--- config.mk ---
export PLATFORM = sky130hd
export DESIGN_NAME = bus_cpu
export DESIGN_NICKNAME = d
export VERILOG_FILES = /design/src/cpu_pkg.sv /design/src/bus_cpu.sv /design/src/bus_master.sv /design/src/bus_req_fifo.sv /design/src/bus_req_issue.sv
export SDC_FILE = /design/constraint.sdc
export NUM_CORES = 1
export LEC_CHECK = 0
export BUFFER_PORTS_ARGS = -buffer_cell sky130_fd_sc_hd__buf_2
export CAP_MARGIN = 20
export CORE_MARGIN = 4
export CORE_UTILIZATION = 55
export CTS_BUF_LIST = sky130_fd_sc_hd__clkbuf_16
export DETAILED_ROUTE_END_ITERATION = 16
export PLACE_DENSITY = 0.77
export SETUP_SLACK_MARGIN = 0.02
export SLEW_MARGIN = 10
export SYNTH_ARGS = -nofsm -noshare
export SYNTH_HDL_FRONTEND = slang
export SYNTH_SLANG_ARGS = --single-unit
--- constraint.sdc ---
create_clock -name __clk -period 3.1 [get_ports __clk]
set_clock_uncertainty 0.15 [all_clocks]
set_input_delay 0.31 -clock __clk [delete_from_list [all_inputs] [get_ports __clk]]
set_output_delay 0.31 -clock __clk [all_outputs]
set_load 0.005 [all_outputs]
--- src/cpu_pkg.sv ---
// CPU system bus request path definitions
// Word and queue sizing, bus timing, reply status codes, bus master
// state encoding and the two decodings of a bus address word

`default_nettype none

package cpu_pkg;

	// ---------------------------------------------------------------------
	// Word and queue sizing
	// ---------------------------------------------------------------------

	localparam int WORD_W = 16;
	localparam int FIFO_DEPTH = 4;
	localparam int FIFO_PTR_W = $clog2(FIFO_DEPTH);
	localparam int FIFO_CNT_W = $clog2(FIFO_DEPTH + 1);
	// Counts 0 up to FIFO_DEPTH
	localparam int CREDIT_W = 3;

	// ---------------------------------------------------------------------
	// Bus timing and local access rules
	// ---------------------------------------------------------------------

	// Cycles from strobe assertion until the alarm fires
	localparam int ALARM_DLY_TICKS = 250;
	localparam int ALARM_CNT_W = 8;

	// Page 0 write protection
	localparam logic LOW_MEM_WRITE_DENY = 1'b1;
	// Bit 0 is channel 0, channels 0..7 fitted
	localparam logic [0:15] IO_CHAN_MASK = 16'hff00;

	// Reply status codes
	localparam int STATUS_W = 3;
	localparam logic [0:STATUS_W-1] ST_OK     = 3'd0;
	localparam logic [0:STATUS_W-1] ST_EN     = 3'd1;
	localparam logic [0:STATUS_W-1] ST_PE     = 3'd2;
	localparam logic [0:STATUS_W-1] ST_ALARM  = 3'd3;
	localparam logic [0:STATUS_W-1] ST_DENIED = 3'd4;
	localparam logic [0:STATUS_W-1] ST_NODEV  = 3'd5;

	// Bus master states
	localparam int BM_STATE_W = 2;
	localparam logic [BM_STATE_W-1:0] BM_IDLE   = 2'd0;
	localparam logic [BM_STATE_W-1:0] BM_CHECK  = 2'd1;
	localparam logic [BM_STATE_W-1:0] BM_STROBE = 2'd2;
	localparam logic [BM_STATE_W-1:0] BM_FINISH = 2'd3;

	// One address word seen as memory or as I/O
	typedef union packed {
		struct packed {
			logic [0:3]  page;
			logic [0:11] offset;
		} mem;
		struct packed {
			logic [0:3] chan;
			logic [0:3] dev;
			logic [0:7] cmd;
		} io;
	} bus_addr_u;

endpackage

`default_nettype wire
--- src/bus_cpu.sv ---
// CPU system bus request path
// Issuer, request queue and bus master between the command port and
// the system bus

`timescale 1ns/1ps
`default_nettype none

module bus_cpu (
	input  logic                         __clk,
	input  logic                         rst_n,

	// Command port
	input  logic                         cmd_valid,
	output logic                         cmd_ready,
	input  logic                         cmd_io,
	input  logic                         cmd_write,
	input  cpu_pkg::bus_addr_u           cmd_addr,
	input  logic [0:cpu_pkg::WORD_W-1]   cmd_data,

	// System bus
	output logic                         dr,
	output logic                         dw,
	output logic                         din,
	output logic [0:cpu_pkg::WORD_W-1]   dad,
	output logic [0:cpu_pkg::WORD_W-1]   ddt,
	input  logic                         rok,
	input  logic                         ren,
	input  logic                         rpe,
	input  logic [0:cpu_pkg::WORD_W-1]   rdt,

	// Response and alarm
	output logic                         rsp_valid,
	output logic [0:cpu_pkg::STATUS_W-1] rsp_status,
	output logic [0:cpu_pkg::WORD_W-1]   rsp_data,
	output logic                         awaria
);

	// ---------------------------------------------------------------------
	// Issuer to queue
	// ---------------------------------------------------------------------

	logic                       push;
	logic                       push_io;
	logic                       push_write;
	cpu_pkg::bus_addr_u         push_addr;
	logic [0:cpu_pkg::WORD_W-1] push_data;
	logic                       credit_return;

	bus_req_issue i_bus_req_issue (
		.__clk(__clk),
		.rst_n(rst_n),
		.cmd_valid(cmd_valid),
		.cmd_ready(cmd_ready),
		.cmd_io(cmd_io),
		.cmd_write(cmd_write),
		.cmd_addr(cmd_addr),
		.cmd_data(cmd_data),
		.push(push),
		.push_io(push_io),
		.push_write(push_write),
		.push_addr(push_addr),
		.push_data(push_data),
		.credit_return(credit_return)
	);

	// ---------------------------------------------------------------------
	// Queue to bus master
	// ---------------------------------------------------------------------

	logic                       head_valid;
	logic                       head_io;
	logic                       head_write;
	cpu_pkg::bus_addr_u         head_addr;
	logic [0:cpu_pkg::WORD_W-1] head_data;
	logic                       pop;

	bus_req_fifo i_bus_req_fifo (
		.__clk(__clk),
		.rst_n(rst_n),
		.push(push),
		.push_io(push_io),
		.push_write(push_write),
		.push_addr(push_addr),
		.push_data(push_data),
		.credit_return(credit_return),
		.head_valid(head_valid),
		.head_io(head_io),
		.head_write(head_write),
		.head_addr(head_addr),
		.head_data(head_data),
		.pop(pop)
	);

	bus_master i_bus_master (
		.__clk(__clk),
		.rst_n(rst_n),
		.head_valid(head_valid),
		.head_io(head_io),
		.head_write(head_write),
		.head_addr(head_addr),
		.head_data(head_data),
		.pop(pop),
		.dr(dr),
		.dw(dw),
		.din(din),
		.dad(dad),
		.ddt(ddt),
		.rok(rok),
		.ren(ren),
		.rpe(rpe),
		.rdt(rdt),
		.rsp_valid(rsp_valid),
		.rsp_status(rsp_status),
		.rsp_data(rsp_data),
		.awaria(awaria)
	);

endmodule

`default_nettype wire

--- src/bus_master.sv ---
// System bus master
// Pulls one request at a time, refuses protected writes and unfitted
// I/O channels locally, otherwise runs a bus cycle and waits for the
// reply, raising the alarm when none comes in time

`timescale 1ns/1ps
`default_nettype none

module bus_master (
	input  logic                         __clk,
	input  logic                         rst_n,

	// From request queue
	input  logic                         head_valid,
	input  logic                         head_io,
	input  logic                         head_write,
	input  cpu_pkg::bus_addr_u           head_addr,
	input  logic [0:cpu_pkg::WORD_W-1]   head_data,
	output logic                         pop,

	// System bus
	output logic                         dr,
	output logic                         dw,
	output logic                         din,
	output logic [0:cpu_pkg::WORD_W-1]   dad,
	output logic [0:cpu_pkg::WORD_W-1]   ddt,
	input  logic                         rok,
	input  logic                         ren,
	input  logic                         rpe,
	input  logic [0:cpu_pkg::WORD_W-1]   rdt,

	// Response
	output logic                         rsp_valid,
	output logic [0:cpu_pkg::STATUS_W-1] rsp_status,
	output logic [0:cpu_pkg::WORD_W-1]   rsp_data,
	output logic                         awaria
);

	logic [cpu_pkg::BM_STATE_W-1:0]  state;
	logic [cpu_pkg::BM_STATE_W-1:0]  state_nxt;
	logic                            req_io;
	logic                            req_write;
	cpu_pkg::bus_addr_u              req_addr;
	logic [0:cpu_pkg::WORD_W-1]      req_data;
	logic [cpu_pkg::ALARM_CNT_W-1:0] alarm_cnt;
	logic [0:cpu_pkg::STATUS_W-1]    fin_status;
	logic [0:cpu_pkg::WORD_W-1]      fin_data;
	logic [0:cpu_pkg::STATUS_W-1]    chk_status;
	logic                            deny_write;
	logic                            no_dev;
	logic                            refused;
	logic                            strobe_on;
	logic                            reply;
	logic                            timeout;

	// ---------------------------------------------------------------------
	// Local access rules
	// ---------------------------------------------------------------------

	assign deny_write = cpu_pkg::LOW_MEM_WRITE_DENY && !req_io && req_write
		&& (req_addr.mem.page == 4'd0);
	assign no_dev = req_io && !cpu_pkg::IO_CHAN_MASK[req_addr.io.chan];
	assign refused = deny_write || no_dev;
	assign chk_status = no_dev ? cpu_pkg::ST_NODEV : cpu_pkg::ST_DENIED;

	// Strobes go up as soon as the check passes
	assign strobe_on = (state == cpu_pkg::BM_STROBE)
		|| ((state == cpu_pkg::BM_CHECK) && !refused);
	assign reply = rok || ren || rpe;
	assign timeout = (alarm_cnt == cpu_pkg::ALARM_DLY_TICKS - 1);

	assign pop = (state == cpu_pkg::BM_IDLE) && head_valid;

	// ---------------------------------------------------------------------
	// FSM
	// ---------------------------------------------------------------------

	always_comb begin
		state_nxt = state;
		case (state)
			cpu_pkg::BM_IDLE: begin
				if (head_valid)
					state_nxt = cpu_pkg::BM_CHECK;
			end
			cpu_pkg::BM_CHECK: begin
				if (refused)
					state_nxt = cpu_pkg::BM_IDLE;
				else if (reply || timeout)
					state_nxt = cpu_pkg::BM_FINISH;
				else
					state_nxt = cpu_pkg::BM_STROBE;
			end
			cpu_pkg::BM_STROBE: begin
				if (reply || timeout)
					state_nxt = cpu_pkg::BM_FINISH;
			end
			default: state_nxt = cpu_pkg::BM_IDLE;
		endcase
	end

	always_ff @(posedge __clk or negedge rst_n) begin
		if (!rst_n) begin
			state <= cpu_pkg::BM_IDLE;
			alarm_cnt <= '0;
			awaria <= 1'b0;
		end else begin
			state <= state_nxt;
			if (pop)
				alarm_cnt <= '0;
			else if (strobe_on)
				alarm_cnt <= alarm_cnt + 1'b1;
			// Sticky until reset
			if (strobe_on && !reply && timeout)
				awaria <= 1'b1;
		end
	end

	// Request capture and reply sampling
	always_ff @(posedge __clk) begin
		if (pop) begin
			req_io <= head_io;
			req_write <= head_write;
			req_addr <= head_addr;
			req_data <= head_data;
		end
		if (strobe_on) begin
			if (rok) begin
				fin_status <= cpu_pkg::ST_OK;
				fin_data <= req_write ? '0 : rdt;
			end else if (ren) begin
				fin_status <= cpu_pkg::ST_EN;
				fin_data <= '0;
			end else if (rpe) begin
				fin_status <= cpu_pkg::ST_PE;
				fin_data <= '0;
			end else begin
				fin_status <= cpu_pkg::ST_ALARM;
				fin_data <= '0;
			end
		end
	end

	// ---------------------------------------------------------------------
	// Bus and response outputs
	// ---------------------------------------------------------------------

	assign dr = strobe_on && !req_write;
	assign dw = strobe_on && req_write;
	assign din = strobe_on && req_io;
	assign dad = strobe_on ? req_addr : '0;
	assign ddt = dw ? req_data : '0;

	assign rsp_valid = (state == cpu_pkg::BM_FINISH)
		|| ((state == cpu_pkg::BM_CHECK) && refused);
	assign rsp_status = (state == cpu_pkg::BM_CHECK) ? chk_status : fin_status;
	assign rsp_data = (state == cpu_pkg::BM_FINISH) ? fin_data : '0;

	a_dr_dw_excl: assert property (
		@(posedge __clk) disable iff (!rst_n)
		!(dr && dw)
	);

	// I/O qualifier never appears on its own
	a_din_with_strobe: assert property (
		@(posedge __clk) disable iff (!rst_n)
		$rose(din) |-> (dr || dw)
	);

	// Address and data hold for the whole bus cycle
	a_bus_stable: assert property (
		@(posedge __clk) disable iff (!rst_n)
		(dr || dw) ##1 (dr || dw) |-> ($stable(dad) && $stable(ddt))
	);

endmodule

`default_nettype wire

--- src/bus_req_fifo.sv ---
// Bus request queue
// Circular buffer of pending bus requests, head offered to the bus
// master, one credit sent back to the issuer for each entry taken

`timescale 1ns/1ps
`default_nettype none

module bus_req_fifo (
	input  logic                       __clk,
	input  logic                       rst_n,

	// From issuer
	input  logic                       push,
	input  logic                       push_io,
	input  logic                       push_write,
	input  cpu_pkg::bus_addr_u         push_addr,
	input  logic [0:cpu_pkg::WORD_W-1] push_data,
	output logic                       credit_return,

	// To bus master
	output logic                       head_valid,
	output logic                       head_io,
	output logic                       head_write,
	output cpu_pkg::bus_addr_u         head_addr,
	output logic [0:cpu_pkg::WORD_W-1] head_data,
	input  logic                       pop
);

	logic                           ent_io    [cpu_pkg::FIFO_DEPTH];
	logic                           ent_write [cpu_pkg::FIFO_DEPTH];
	cpu_pkg::bus_addr_u             ent_addr  [cpu_pkg::FIFO_DEPTH];
	logic [0:cpu_pkg::WORD_W-1]     ent_data  [cpu_pkg::FIFO_DEPTH];
	logic [cpu_pkg::FIFO_PTR_W-1:0] wr_ptr;
	logic [cpu_pkg::FIFO_PTR_W-1:0] rd_ptr;
	logic [cpu_pkg::FIFO_CNT_W-1:0] fill;
	logic                           take;

	assign head_valid = (fill != '0);
	assign take = pop && head_valid;
	assign credit_return = take;

	// Head entry
	assign head_io = ent_io[rd_ptr];
	assign head_write = ent_write[rd_ptr];
	assign head_addr = ent_addr[rd_ptr];
	assign head_data = ent_data[rd_ptr];

	// Entry storage
	always_ff @(posedge __clk) begin
		if (push) begin
			ent_io[wr_ptr] <= push_io;
			ent_write[wr_ptr] <= push_write;
			ent_addr[wr_ptr] <= push_addr;
			ent_data[wr_ptr] <= push_data;
		end
	end

	// Pointers and fill level
	always_ff @(posedge __clk or negedge rst_n) begin
		if (!rst_n) begin
			wr_ptr <= '0;
			rd_ptr <= '0;
			fill <= '0;
		end else begin
			if (push)
				wr_ptr <= (wr_ptr == cpu_pkg::FIFO_DEPTH - 1) ? '0 : wr_ptr + 1'b1;
			if (take)
				rd_ptr <= (rd_ptr == cpu_pkg::FIFO_DEPTH - 1) ? '0 : rd_ptr + 1'b1;
			case ({push, take})
				2'b10: fill <= fill + 1'b1;
				2'b01: fill <= fill - 1'b1;
				default: fill <= fill;
			endcase
		end
	end

	// Credit flow keeps the issuer from overrunning the buffer
	a_no_push_full: assert property (
		@(posedge __clk) disable iff (!rst_n)
		push |-> (fill != cpu_pkg::FIFO_DEPTH)
	);

	// Bus master only pulls an offered head
	a_no_pop_empty: assert property (
		@(posedge __clk) disable iff (!rst_n)
		pop |-> head_valid
	);

endmodule

`default_nettype wire

--- src/bus_req_issue.sv ---
// Bus request issuer
// Takes transfer commands from the sequencer side and pushes them into
// the request queue while credits remain

`timescale 1ns/1ps
`default_nettype none

module bus_req_issue (
	input  logic                       __clk,
	input  logic                       rst_n,

	// Command port
	input  logic                       cmd_valid,
	output logic                       cmd_ready,
	input  logic                       cmd_io,
	input  logic                       cmd_write,
	input  cpu_pkg::bus_addr_u         cmd_addr,
	input  logic [0:cpu_pkg::WORD_W-1] cmd_data,

	// Queue push side
	output logic                       push,
	output logic                       push_io,
	output logic                       push_write,
	output cpu_pkg::bus_addr_u         push_addr,
	output logic [0:cpu_pkg::WORD_W-1] push_data,
	input  logic                       credit_return
);

	logic [cpu_pkg::CREDIT_W-1:0] credits;

	// ---------------------------------------------------------------------
	// Handshake
	// ---------------------------------------------------------------------

	// Ready as long as one queue slot is known free
	assign cmd_ready = (credits != '0);
	assign push = cmd_valid && cmd_ready;

	// Fields go straight to the queue in the accept cycle
	assign push_io = cmd_io;
	assign push_write = cmd_write;
	assign push_addr = cmd_addr;
	assign push_data = cmd_data;

	// ---------------------------------------------------------------------
	// Credit counter
	// ---------------------------------------------------------------------

	always_ff @(posedge __clk or negedge rst_n) begin
		if (!rst_n) begin
			credits <= cpu_pkg::FIFO_DEPTH[cpu_pkg::CREDIT_W-1:0];
		end else begin
			case ({push, credit_return})
				2'b10: credits <= credits - 1'b1;
				2'b01: credits <= credits + 1'b1;
				// Push and return together cancel out
				default: credits <= credits;
			endcase
		end
	end

	// Queue only hands back credits for entries it was given
	a_credit_max: assert property (
		@(posedge __clk) disable iff (!rst_n)
		credits <= cpu_pkg::FIFO_DEPTH
	);

endmodule

`default_nettype wire

## Word level (Yosys, flattened, before mapping)

Memory sizes are Yosys's and may differ from the RTL's. A register that Yosys moved wholly into a read port is not among the register bits.
Cells that the tools add are included.

- Register bits: 40
- ROM bits: 16
- Output and inout bits: 57
- Input bits: 56
- Word-level logic and storage cells: 90
- Memories: 5
- Memory bits (writable): 136
- Bits in latches: 0

- $lt $le $gt $ge: 1
- Multiply operators: 0
- Div/mod/pow operators: 0
- Multiplexer cells: 22
- Add/subtract/negate cells: 7
- Shifts and indexed selects: 0
- Equality and inequality tests: 10
- Bitwise operators: 2
- Reduce and logical (&&, ||, !) cells: 33

Memories:

| name | words | width | read ports | clocked after Yosys merged registers in | wr ports | RTL line | RTL |
|---|---|---|---|---|---|---|---|
| i_bus_req_fifo.ent_addr | 4 | 16 | 1 | 1 | 1 | bus_req_fifo.sv:31 | `cpu_pkg::bus_addr_u ent_addr [cpu_pkg::FIFO_DEPTH];` |
| i_bus_req_fifo.ent_data | 4 | 16 | 1 | 1 | 1 | bus_req_fifo.sv:32 | `logic [0:cpu_pkg::WORD_W-1] ent_data [cpu_pkg::FIFO_DEPTH];` |
| (no name shown) | 16 | 1 | 1 | 0 | 0 | bus_master.sv:62 | `assign no_dev = req_io && !cpu_pkg::IO_CHAN_MASK[req_addr.io.chan];` |
| i_bus_req_fifo.ent_io | 4 | 1 | 1 | 1 | 1 | bus_req_fifo.sv:29 | `logic ent_io [cpu_pkg::FIFO_DEPTH];` |
| i_bus_req_fifo.ent_write | 4 | 1 | 1 | 1 | 1 | bus_req_fifo.sv:30 | `logic ent_write [cpu_pkg::FIFO_DEPTH];` |

Operators with widths:

| cell | number |
|---|---|
| $mux 16 | 3 |
| $mux 8 | 2 |
| $logic_and 1x1->1 | 13 |
| $pmux 3 s2 | 2 |
| $eq 2x2->1 const B | 5 |
| $mux 2 | 5 |
| $add 8x1->8 const B | 1 |
| $eq 8x8->1 const B | 1 |
| $mux 1 | 8 |
| $add 3x1->3 const B | 2 |
| $logic_or 1x1->1 | 6 |
| $pmux 2 s3 | 1 |
| $reduce_bool 3->1 | 2 |
| $sub 3x1->3 const B | 2 |
| $ge 5x5->1 const B | 1 |
| $logic_not 1->1 | 5 |
| $not 4->5 | 1 |
| $add 2x1->2 const B | 2 |
| $eq 2x1->1 const B | 2 |
| $logic_not 4->1 | 1 |
| $reduce_bool 2->1 | 2 |
| $reduce_or 2->1 | 2 |
| $mux 3 | 1 |
| $logic_not 2->1 | 1 |
| other kinds (4) | 4 |

## Longest topological paths before layout

Gate-level depths: netlist of run 1.

- Depth after elaboration: 12
- Depth in mapped cells: 10
- Gate-level depth less buffers: 9

## Modules after synthesis

Synthesis of run 1 repeated with hierarchy kept, for this count alone.

- Cell total of the unflattened synthesis: 468
- Area total of the unflattened synthesis: 8553.2 sq um

By module, submodules not included:

| module | area each (sq um) | instances | sequential area each (sq um) | cells each |
|---|---|---|---|---|
| bus_req_fifo | 5386.4 | 1 | 4259.1 | 217 |
| bus_master | 2736.4 | 1 | 1836.8 | 203 |
| bus_req_issue | 430.4 | 1 | 76.3 | 48 |

## Least setup slack after synthesis of run 1

No wires, ideal clock.

- Path kind: flip-flop to flip-flop
- Start: register i_bus_master.state[0] in the netlist's numbering
- End: register i_bus_req_issue.credits[2] in the netlist's numbering
- Required time: 2875 ps
- Period minus slack after synthesis: 2353 ps
- Data arrival time: 2128 ps
- Cell stages (with the launch flop): 10
- Path slack: 747 ps
- Cell sequence: dfrtp_1 -> or3_1 -> clkbuf_1 -> inv_1 -> ha_1 -> inv_1 -> fa_1 -> xor2_1 -> nor2_1 -> xor2_1

- Cells in the longest elaborated chain, start to end: 5
- Elaborated cells on any way between the ends: 7
- Those cells by class: eq/ne (2); mux (1); reduce/logical (4)

RTL lines:

| element | RTL line | RTL |
|---|---|---|
| start, declared | bus_master.sv:39 | `logic [cpu_pkg::BM_STATE_W-1:0] state;` |
| start signal, assigned | bus_master.sv:103 | `state <= cpu_pkg::BM_IDLE;` |
| start signal, assigned | bus_master.sv:107 | `state <= state_nxt;` |
| $logic_not 2->1 * | bus_master.sv:72 | `assign pop = (state == cpu_pkg::BM_IDLE) && head_valid;` |
| $logic_and 1x1->1 * | bus_master.sv:72 |  |
| $logic_and 1x1->1 * | bus_req_fifo.sv:39 | `assign take = pop && head_valid;` |
| via credit_return | bus_cpu.sv:47 | `logic credit_return;` |
| $eq 2x1->1 or $eq 2x2->1 (tied branches) | bus_req_issue.sv:53 | `case ({push, credit_return})` |
| $pmux 3 s2 or $reduce_bool 2->1 (tied branches) | -- |  |
| end signal, assigned | bus_req_issue.sv:54 | `2'b10: credits <= credits - 1'b1;` |
| end signal, assigned | bus_req_issue.sv:55 | `2'b01: credits <= credits + 1'b1;` |
| end signal, assigned | bus_req_issue.sv:57 | `default: credits <= credits;` |
| end, declared | bus_req_issue.sv:29 | `logic [cpu_pkg::CREDIT_W-1:0] credits;` |

Mark *: on every way through the listed nets, which the timed path passes. The rest lies on a longest branch.
A chain may end at the register's enable or synchronous reset.

## Final worst setup path of run 1

- Start: register i_bus_master.state[0] in the netlist's numbering
- End: output port ddt[11] in the netlist's numbering

- Cells in the longest elaborated chain, start to end: 5
- Elaborated cells on any way between the ends: 6
- Those cells by class: eq/ne (2); mux (1); reduce/logical (3)

RTL lines:

| element | RTL line | RTL |
|---|---|---|
| $eq 2x1->1 | bus_master.sv:68 | `\|\| ((state == cpu_pkg::BM_CHECK) && !refused);` |
| $logic_and 1x1->1 | bus_master.sv:68 |  |
| $logic_or 1x1->1 * | bus_master.sv:68 |  |
| $logic_and 1x1->1 * | bus_master.sv:148 | `assign dw = strobe_on && req_write;` |
| $mux 16 * | bus_master.sv:151 | `assign ddt = dw ? req_data : '0;` |
| end, declared | bus_cpu.sv:25 | `output logic [0:cpu_pkg::WORD_W-1] ddt,` |

Every way passes the cells marked *; elsewhere a longest branch is shown, timed or not.

==> results.sh, run 1 <==
export IMPL_status="complete, no violations"
export IMPL_hp_class="input port to register"
export IMPL_dpl_hpwl_um=9490
export IMPL_cts_sinks=209
export IMPL_core_area_sq_mm=0.0146
export IMPL_drc=0
export IMPL_fmax_mhz=350
export IMPL_cts_buffers=22
export IMPL_synth_edff_count=188
export IMPL_drtAntennaViolNets=0
export IMPL_critPathRequiredTime_ps=2640
export IMPL_hold_viol=0
export IMPL_htree_levels=1
export IMPL_avgSynthCellArea_sq_um=18.9
export IMPL_grt_pass1_vias=4714
export IMPL_cp_endpoint="ddt[11]"
export IMPL_final_area_sq_mm=0.0103
export IMPL_synthArstFlopShare_pct=10.0
export IMPL_cts_tree="yes"
export IMPL_syn_area_sq_mm=0.00822
export IMPL_setup_viol=0
export IMPL_grt_start_max_net_pins=37
export IMPL_syn_num_nets=501
export IMPL_ys_flop_type="edfxtp_1"
export IMPL_routed_via_density=5.47
export IMPL_max_slew_margin_pct=37.0
export IMPL_grt_use_met1_pct=26.2
export IMPL_reg2reg_to="i_bus_req_fifo.fill[2]"
export IMPL_cts_reportedPaths_clkPinSlew_ps=60
export IMPL_grt_pass1_wl_um=25600
export IMPL_syn2layout_area_growth_pct=24.7
export IMPL_clockBufferDepth=3
export IMPL_grt_busiest_layer="met2"
export IMPL_worst_setup_path_start_kind="register"
export IMPL_dpl_cell_area_sq_mm=0.00901
export IMPL_worst_pin_slew_ps=945
export IMPL_maxSlewViolCount=0
export IMPL_cp_arrival_ps=2400
export IMPL_max_stage_delay_ps=380
export IMPL_min_period_ps=2860
export IMPL_p_leak_nw=4.05
export IMPL_syn_inst=435
export IMPL_grtUsageTotal_pct=19.8
export IMPL_yosysSeqAreaShare_pct=75.1
export IMPL_start_util_pct=56.4
export IMPL_r2r_start="i_bus_req_issue.credits[1]"
export IMPL_drt_iter0_markers=246
export IMPL_power_density_mw_per_mm2=951
export IMPL_dp_cells=721
export IMPL_drt_wl_total_um=16300
export IMPL_yosysUniqueCellTypes=41
export IMPL_clkLatencyLatePin_ps=500
export IMPL_gp_routability_congestion=0.753
export IMPL_synth_seq_cells=209
export IMPL_cts_setup_buffers=0
export IMPL_die_w_um=130
export IMPL_reg2reg_slack_ps=580
export IMPL_worst_path_max_delay_cell="a211oi_4"
export IMPL_use_met3_pct=3.52
export IMPL_drv_cap=0
export IMPL_die_area_sq_mm=0.0170
export IMPL_tns_ps=0
export IMPL_startpoint="i_bus_master.state[0]"
export IMPL_fillers=880
export IMPL_final_nets=682
export IMPL_grt_use_met2_pct=33.7
export IMPL_min_period_over_period_pct=92.2
export IMPL_timing_worst_setup_path_type="register to output port"
export IMPL_fin_cells=815
export IMPL_rows=44
export IMPL_globalRouteOverflowTotal=0
export IMPL_io_buffer_count=112
export IMPL_final_layout_size_suffix_gt1_share_pct=31.9
export IMPL_wl_per_cell_um=19.9
export IMPL_path_max_fanout=24
export IMPL_holdCritStartpoint="rok"
export IMPL_irDropWorstVdd_uv=612
export IMPL_reg2reg_depth=9
export IMPL_diodes=0
export IMPL_rsz0062_at_grt="false"
export IMPL_layout_commonest_cell="edfxtp_1"
export IMPL_crit_path_frequent_cell="buf_4"
export IMPL_yosysWarnings=0
export IMPL_clockRootBuffer="clkbuf_16"
export IMPL_final_cell_mix="edfxtp_1 (188), buf_2 (112), dlygate4sd3_1 (55)"
export IMPL_endpoint_kind="output port"
export IMPL_crit_chain="buf_4, nand2b_2, a211oi_4, or2_2, buf_4, and3_1, buf_2"
export IMPL_io_pins=113
export IMPL_die_y_um=130
export IMPL_drtPass1Iterations=4
export IMPL_antenna_found_initial=0
export IMPL_vias=4460
==> per-layer routing <==
| layer | vias up | part of all wire (%) |
|---|---|---|
| met5 | - | 0 |
| met4 | 0 | 2.5 |
| met3 | 35 | 5.7 |
| met2 | 148 | 51 |
| met1 | 2225 | 41 |
| li1 | 2052 | - |
==> worst max-delay path, delay by kind of cell (launching register included) <==
kind | cells | cell delay, ps
AND/OR/NAND/NOR | 3 | 580
AO/OA/AOI/OAI | 1 | 380
flip-flops | 1 | 340
buffers and inverters | 3 | 610
==> Yosys cell counts, types with 3 or more instances <==
| library cell | n | area (sq um) |
|---|---|---|
| a21oi_1 | 3 | 15.0 |
| and2_1 | 37 | 231 |
| and3_1 | 37 | 231 |
| buf_2 | 4 | 20.0 |
| buf_6 | 4 | 45.0 |
| clkbuf_1 | 12 | 45.0 |
| dfrtp_1 | 20 | 500 |
| edfxtp_1 | 188 | 5650 |
| ha_1 | 8 | 100 |
| inv_1 | 12 | 45.0 |
| mux2i_1 | 8 | 80.1 |
| mux4_2 | 34 | 766 |
| nand2_1 | 12 | 45.0 |
| nor2_1 | 5 | 18.8 |
| nor2b_1 | 5 | 31.3 |
| nor3_1 | 4 | 20.0 |
| o21ai_0 | 4 | 20.0 |
| or3_1 | 4 | 25.0 |
| xnor2_1 | 3 | 26.3 |
| xor2_1 | 4 | 35.0 |
==> flip-flops by register name, summed over array words and instances, names as in the netlist, 2 cells and up <==
register,count
i_bus_req_fifo.ent_data,64
i_bus_req_fifo.fill,3
i_bus_master.fin_status,2
i_bus_master.req_data,16
i_bus_master.state,2
i_bus_req_issue.credits,3
i_bus_master.alarm_cnt,8
i_bus_req_fifo.ent_io,4
i_bus_req_fifo.ent_addr,64
i_bus_req_fifo.wr_ptr,2
i_bus_master.req_addr,16
i_bus_req_fifo.rd_ptr,2
i_bus_req_fifo.ent_write,4
i_bus_master.fin_data,16
==> cells by family (layout without fill, tap and decap cells) <==
kind of cell             after synthesis  after routing  share of synthesized area (%)
flip-flops                           209            209                           75.1
AND/OR/NAND/NOR                      112            112                           8.20
multiplexers                          44             44                           10.6
buffers and inverters                 34            230                           1.98
AO/OA/AOI/OAI                         19             19                           1.75
adder cells (fa/ha/maj)               10             10                           1.70
XOR/XNOR                               7              7                          0.746
==> how the worst min path moves through the flow <==
stage	end	slack, ps	cells past startpoint
2_1_floorplan	i_bus_master.alarm_cnt[0]	-140	0
3_3_place_gp	i_bus_master.alarm_cnt[0]	140	1
3_5_place_dp	i_bus_master.awaria	150	1
4_1_cts	i_bus_master.state[0]	80	4
5_1_grt	i_bus_master.state[0]	120	4
6_report	i_bus_master.state[0]	100	4
==> layout make-up <==
class / instances / area, sq um / area share [%]
inverters: 12 / 45.0 / 0.439
clock buffers: 22 / 551 / 5.37
flip-flops and latches: 209 / 6170 / 60.2
multi-input cells: 192 / 1890 / 18.5
well taps: 184 / 230 / 2.25
clock inverters: 17 / 140 / 1.37
repair buffers: 179 / 1220 / 11.9
==> report_power, final <==
part | internal (mW) | switching, mW
sequential | 4.11 | 0.395
clock | 1.46 | 1.02
combinational | 1.29 | 1.47
total | 6.86 | 2.89
==> stage by stage <==
step,setup slack [ps],hold WS [ps],utilization [%],power [mW]
after floorplan,747,-136,-,6.28
after global placement,701,137,61.7,7.17
after detailed placement,601,150,61.7,7.29
after CTS,143,76.8,70.2,9.86
after global routing,85.7,121,70.3,10.3
final,241,97.3,70.3,9.75
==> repair_timing <==
| item | 4_1_cts | 5_1_grt |
|---|---|---|
| hold buffers | 55 | 0 |
| endpoints found under the hold margin | 175 | 0 |
| endpoints found under the setup margin | 0 | 9 |
| resized for setup | 0 | 1 |
No activity file was read; power rests on OpenSTA's default activity.
==> run 2: changes to the inputs <==
--- a/config.mk
+++ b/config.mk
@@ -9,10 +9,11 @@
 export CAP_MARGIN = 20
 export CORE_MARGIN = 4
 export CORE_UTILIZATION = 55
-export CTS_BUF_LIST = sky130_fd_sc_hd__clkbuf_16
+export CTS_BUF_LIST = sky130_fd_sc_hd__clkbuf_4 sky130_fd_sc_hd__clkbuf_8 sky130_fd_sc_hd__clkbuf_16
 export DETAILED_ROUTE_END_ITERATION = 16
 export PLACE_DENSITY = 0.77
 export SETUP_SLACK_MARGIN = 0.02
+export SKIP_LAST_GASP = 1
 export SLEW_MARGIN = 10
 export SYNTH_ARGS = -nofsm -noshare
 export SYNTH_HDL_FRONTEND = slang
==> results.sh, run 2 (synthesized netlist as in run 1, its figures left out) <==
export IMPL_hp_class="input port to register"
export IMPL_cts_sinks=209
export IMPL_core_area_sq_mm=0.0146
export IMPL_fmax_mhz=351
export IMPL_routed_via_density=5.46
export IMPL_diodes=0
export IMPL_final_layout_size_suffix_gt1_share_pct=32.8
export IMPL_power_density_mw_per_mm2=957
export IMPL_startpoint="i_bus_master.state[0]"
export IMPL_wl_per_cell_um=20.0
export IMPL_endpoint_kind="output port"
export IMPL_cts_reportedPaths_clkPinSlew_ps=60
export IMPL_tns_ps=0
export IMPL_syn2layout_area_growth_pct=25.0
export IMPL_cts_setup_buffers=0
export IMPL_cp_arrival_ps=2390
export IMPL_hold_viol=0
export IMPL_dr_wl_met3_um=944
export IMPL_gp_routability_congestion=0.753
export IMPL_drt_iter0_markers=269
export IMPL_io_buffer_count=112
export IMPL_layout_commonest_cell="edfxtp_1"
export IMPL_maxSlewViolCount=0
export IMPL_fillers=882
export IMPL_die_w_um=130
export IMPL_path_max_fanout=36
export IMPL_wl_met2_um=8290
export IMPL_max_slew_margin_pct=35.8
export IMPL_io_pins=113
export IMPL_globalRouteOverflowTotal=0
export IMPL_clkLatencyLatePin_ps=500
export IMPL_min_period_ps=2850
export IMPL_final_nets=682
export IMPL_start_util_pct=56.4
export IMPL_cts_buffers=22
export IMPL_holdCritStartpoint="rok"
export IMPL_status="complete, no violations"
export IMPL_grt_pass1_wl_um=25600
export IMPL_critPathRequiredTime_ps=2640
export IMPL_die_area_sq_mm=0.0170
export IMPL_final_area_sq_mm=0.0103
export IMPL_p_leak_nw=4.05
export IMPL_vias=4452
export IMPL_drt_wl_total_um=16300
export IMPL_fin_hold_ws_ps=92.8
export IMPL_maxUsedRoutingLayer="met4"
export IMPL_final_cell_mix="edfxtp_1 (188), buf_2 (112), dlygate4sd3_1 (55)"
export IMPL_multi_input_area_sq_mm=0.00189
export IMPL_irDropWorstVdd_uv=615
export IMPL_min_period_over_period_pct=91.9
export IMPL_drv_cap=0
export IMPL_antenna_found_initial=0
export IMPL_worst_pin_slew_ps=964
export IMPL_die_y_um=130
export IMPL_drtAntennaViolNets=0
export IMPL_dpl_hpwl_um=9490
export IMPL_setup_viol=0
export IMPL_seq_area_sq_mm=0.00617
export IMPL_grt_pass1_vias=4705
export IMPL_htree_levels=1
export IMPL_dpl_cell_area_sq_mm=0.00901
export IMPL_dp_cells=721
export IMPL_fin_cells=815
export IMPL_grt_start_max_net_pins=37
export IMPL_wl_met1_um=6740
export IMPL_clockRootBuffer="clkbuf_16"
export IMPL_biggestRegsByFlops="i_bus_req_fifo.ent_addr x64, i_bus_req_fifo.ent_data x64"
export IMPL_power_mw=9.84
export IMPL_rows=44
export IMPL_cts_tree="yes"
export IMPL_worst_setup_path_start_kind="register"
export IMPL_timing_worst_setup_path_type="register to output port"
export IMPL_drtPass1Iterations=4
export IMPL_rsz0062_at_grt="false"
export IMPL_grtUsageTotal_pct=19.8
export IMPL_r2r_start="i_bus_req_issue.credits[1]"
export IMPL_drc=0
export IMPL_clockBufferDepth=3
run 2: cell types whose count changed in the layout (fill, tap and decap cells not counted), sizes merged:
| cell | change |
|---|---|
| inv | -5 |
| clkinv | -1 |
| clkbuf | +6 |
run 2: path summary, 6_finish.rpt:
| kind | cells after the start | slack (ps) | end |
|---|---|---|---|
| min in group asynchronous | 2 | 150 | i_bus_master.alarm_cnt[0] |
| min reg2reg | 1 | 330 | i_bus_master.alarm_cnt[7] |
| max in group asynchronous | 2 | 2290 | i_bus_req_fifo.rd_ptr[1] |
| max | 7 | 250 | dad[11] |
| max reg2reg | 9 | 600 | i_bus_req_fifo.fill[2] |
| min | 4 | 90 | i_bus_master.state[0] |
run 2: where the power goes:
part	internal, mW	leakage (nW)	switching (mW)
combinational	1.29	1.68	1.47
clock	1.55	0.361	1.03
sequential	4.11	2.00	0.396
total	6.95	4.05	2.89
run 2: layout make-up:
| type | instances | area share, % |
|---|---|---|
| repair buffers | 179 | 11.8 |
| clock buffers | 28 | 5.85 |
| inverters | 12 | 0.438 |
| clock inverters | 11 | 1.14 |
| multi-input cells | 192 | 18.4 |
| flip-flops and latches | 209 | 60.1 |
| well taps | 184 | 2.24 |
run 2: layer usage:
metal | up-vias | GRT usage [%]
li1 | 2050 | -
met1 | 2228 | 26.2
met2 | 144 | 33.7
met3 | 30 | 3.60
met4 | 0 | 6.42
met5 | - | 0
run 2: metrics by stage:
stage / worst slack [ps] / util, %
finish: 250 / 70.5
global route: 86.4 / 70.5
CTS: 142 / 70.4
detailed placement: 601 / 61.7
global placement: 701 / 61.7
floorplan: 747 / -
run 2: what timing repair did:
item	CTS	global route
resized for setup	0	1
setup endpoints to repair	0	7
hold endpoints to repair	175	0
hold buffers	55	0
run 2: critical path: stages (launching register included):
cell and delay, ps:
dfrtp_1 340, buf_4 230, nand2b_2 130, a211oi_4 380
or2_2 200, buf_6 270, and2_1 210, buf_2 120
==> run 3: changes to the inputs <==
==> constraint.sdc (replaced) <==
create_clock -name __clk -period 3.5 [get_ports __clk]
set_clock_uncertainty 0.15 [all_clocks]
set_input_delay 0.35 -clock __clk [delete_from_list [all_inputs] [get_ports __clk]]
set_output_delay 0.35 -clock __clk [all_outputs]
set_load 0.005 [all_outputs]
==> results.sh, run 3 (synthesized netlist as in run 1, its figures left out) <==
export IMPL_status="complete, no violations"
export IMPL_grt_start_max_net_pins=39
export IMPL_dpl_hpwl_um=9090
export IMPL_irDropWorstVdd_uv=454
export IMPL_hp_class="input port to register"
export IMPL_vias=4308
export IMPL_gp_routability_congestion=0.854
export IMPL_drtAntennaViolNets=0
export IMPL_timing_worst_setup_path_type="register to output port"
export IMPL_drt_wl_total_um=15100
export IMPL_die_area_sq_mm=0.0170
export IMPL_globalRouteOverflowTotal=0
export IMPL_biggestRegsByFlops="i_bus_req_fifo.ent_addr x64, i_bus_req_fifo.ent_data x64"
export IMPL_seqPwrFrac_pct=48.8
export IMPL_rows=44
export IMPL_drc=0
export IMPL_start_util_pct=56.4
export IMPL_rsz0062_at_grt="false"
export IMPL_combPwrFrac_pct=27.0
export IMPL_fillers=915
export IMPL_grt_pass1_wl_um=23900
export IMPL_grt_pass1_vias=4529
export IMPL_fmax_mhz=310
export IMPL_clkLatencyLatePin_ps=480
export IMPL_cts_reportedPaths_clkPinSlew_ps=70
export IMPL_worst_setup_path_start_kind="register"
export IMPL_layout_commonest_cell="edfxtp_1"
export IMPL_maxSlewViolCount=0
export IMPL_htree_levels=1
export IMPL_die_y_um=130
export IMPL_io_pins=113
export IMPL_final_nets=658
export IMPL_multi_input_area_sq_mm=0.00190
export IMPL_switching_share_pct=29.1
export IMPL_endpoint_kind="output port"
export IMPL_worstHoldPathCells=2
export IMPL_clockBufferDepth=3
export IMPL_clkPwrFrac_pct=24.2
export IMPL_path_max_fanout=38
export IMPL_max_slew_margin_pct=37.2
export IMPL_routed_via_density=5.47
export IMPL_power_density_mw_per_mm2=839
export IMPL_seq_area_sq_mm=0.00618
export IMPL_wl_per_cell_um=19.2
export IMPL_p_leak_nw=3.90
export IMPL_reg2reg_depth=8
export IMPL_critPathRequiredTime_ps=3000
export IMPL_min_period_over_period_pct=92.3
export IMPL_drtPass1Iterations=5
export IMPL_final_cell_mix="edfxtp_1 (188), buf_2 (112), dlygate4sd3_1 (40)"
export IMPL_antenna_found_initial=0
export IMPL_dp_cells=713
export IMPL_core_area_sq_mm=0.0146
export IMPL_io_buffer_count=112
export IMPL_fin_hold_ws_ps=14.3
export IMPL_setup_viol=0
export IMPL_worst_pin_slew_ps=942
export IMPL_drv_cap=0
export IMPL_p_sw_mw=2.44
export IMPL_cts_tree="yes"
export IMPL_p_int_mw=5.95
export IMPL_syn2layout_area_growth_pct=21.7
export IMPL_cts_buffers=21
export IMPL_cp_arrival_ps=2730
export IMPL_final_core_util_pct=68.6
export IMPL_diodes=0
export IMPL_min_period_ps=3230
export IMPL_final_layout_size_suffix_gt1_share_pct=32.8
export IMPL_fin_cells=788
export IMPL_clockRootBuffer="clkbuf_16"
export IMPL_drt_iter0_markers=202
export IMPL_die_w_um=130
export IMPL_tns_ps=0
export IMPL_cts_sinks=209
export IMPL_grtUsageTotal_pct=18.3
export IMPL_hold_viol=0
-- run 3: cell count changes in the layout (fill, tap and decap cells not counted), sizes merged --
cell,change
dlygate4sd3,-15
buf,-8
clkinv,-3
bufinv,-2
clkbuf,+1
clkinvlp,+1
inv,-1
-- run 3: metrics by stage --
stage               setup slack, ps  area (sq um)  total power [mW]
CTS                             178         10000              8.50
global placement                808          8970              6.33
global route                    105         10000              8.90
finish                          270         10000              8.40
detailed placement              710          8970              6.41
floorplan                      1150          8220              5.56
-- run 3: routing by layer --
layer	vias up	part of all wire [%]	GRT usage [%]
met1	2129	42	25.1
met4	0	1.5	4.58
met5	-	0	0
li1	2004	-	-
met2	153	50	30.5
met3	22	7.1	3.68
-- run 3: what timing repair did --
item,CTS,global route
setup buffers,0,0
gates resized for setup,0,2
setup endpoints to repair,0,19
hold buffers,40,0
endpoints found under the hold margin,161,0
-- run 3: path summary, 6_finish.rpt --
check / start / to / slack [ps]
setup / recovery: i_bus_master.state[1] / dad[12] / 270
hold / removal: rdt[9] / i_bus_master.fin_data[9] / 10
setup reg to reg: i_bus_master.state[1] / i_bus_req_fifo.fill[2] / 770
hold reg to reg: i_bus_master.awaria / i_bus_master.awaria / 320
max in group asynchronous: rst_n / i_bus_req_fifo.rd_ptr[1] / 2620
min in group asynchronous: rst_n / i_bus_master.state[1] / 210
-- run 3: critical path: stages, from the launching register on --
cell	delay (ps)
dfrtp_1	610
nand2b_2	350
a211oi_4	420
or2_4	330
buf_12	230
and2_1	170
buf_2	120
-- run 3: power groups by stage --
| stage | Clock [mW] | Sequential (mW) | Combinational, mW |
|---|---|---|---|
| 6_report | 2.03 | 4.09 | 2.27 |
| 2_1_floorplan | 0 | 3.85 | 1.71 |
| 5_1_grt | 2.19 | 4.19 | 2.52 |
| 4_1_cts | 2.08 | 4.11 | 2.31 |
| 3_3_place_gp | 0 | 4.11 | 2.21 |
| 3_5_place_dp | 0 | 4.15 | 2.26 |
-- run 3: layout make-up --
class,instances,share of cell area (%)
well taps,184,2.30
clock inverters,6,0.300
clock buffers,29,5.98
multi-input cells,192,18.9
inverters,12,0.450
flip-flops and latches,209,61.7
repair buffers,156,10.3
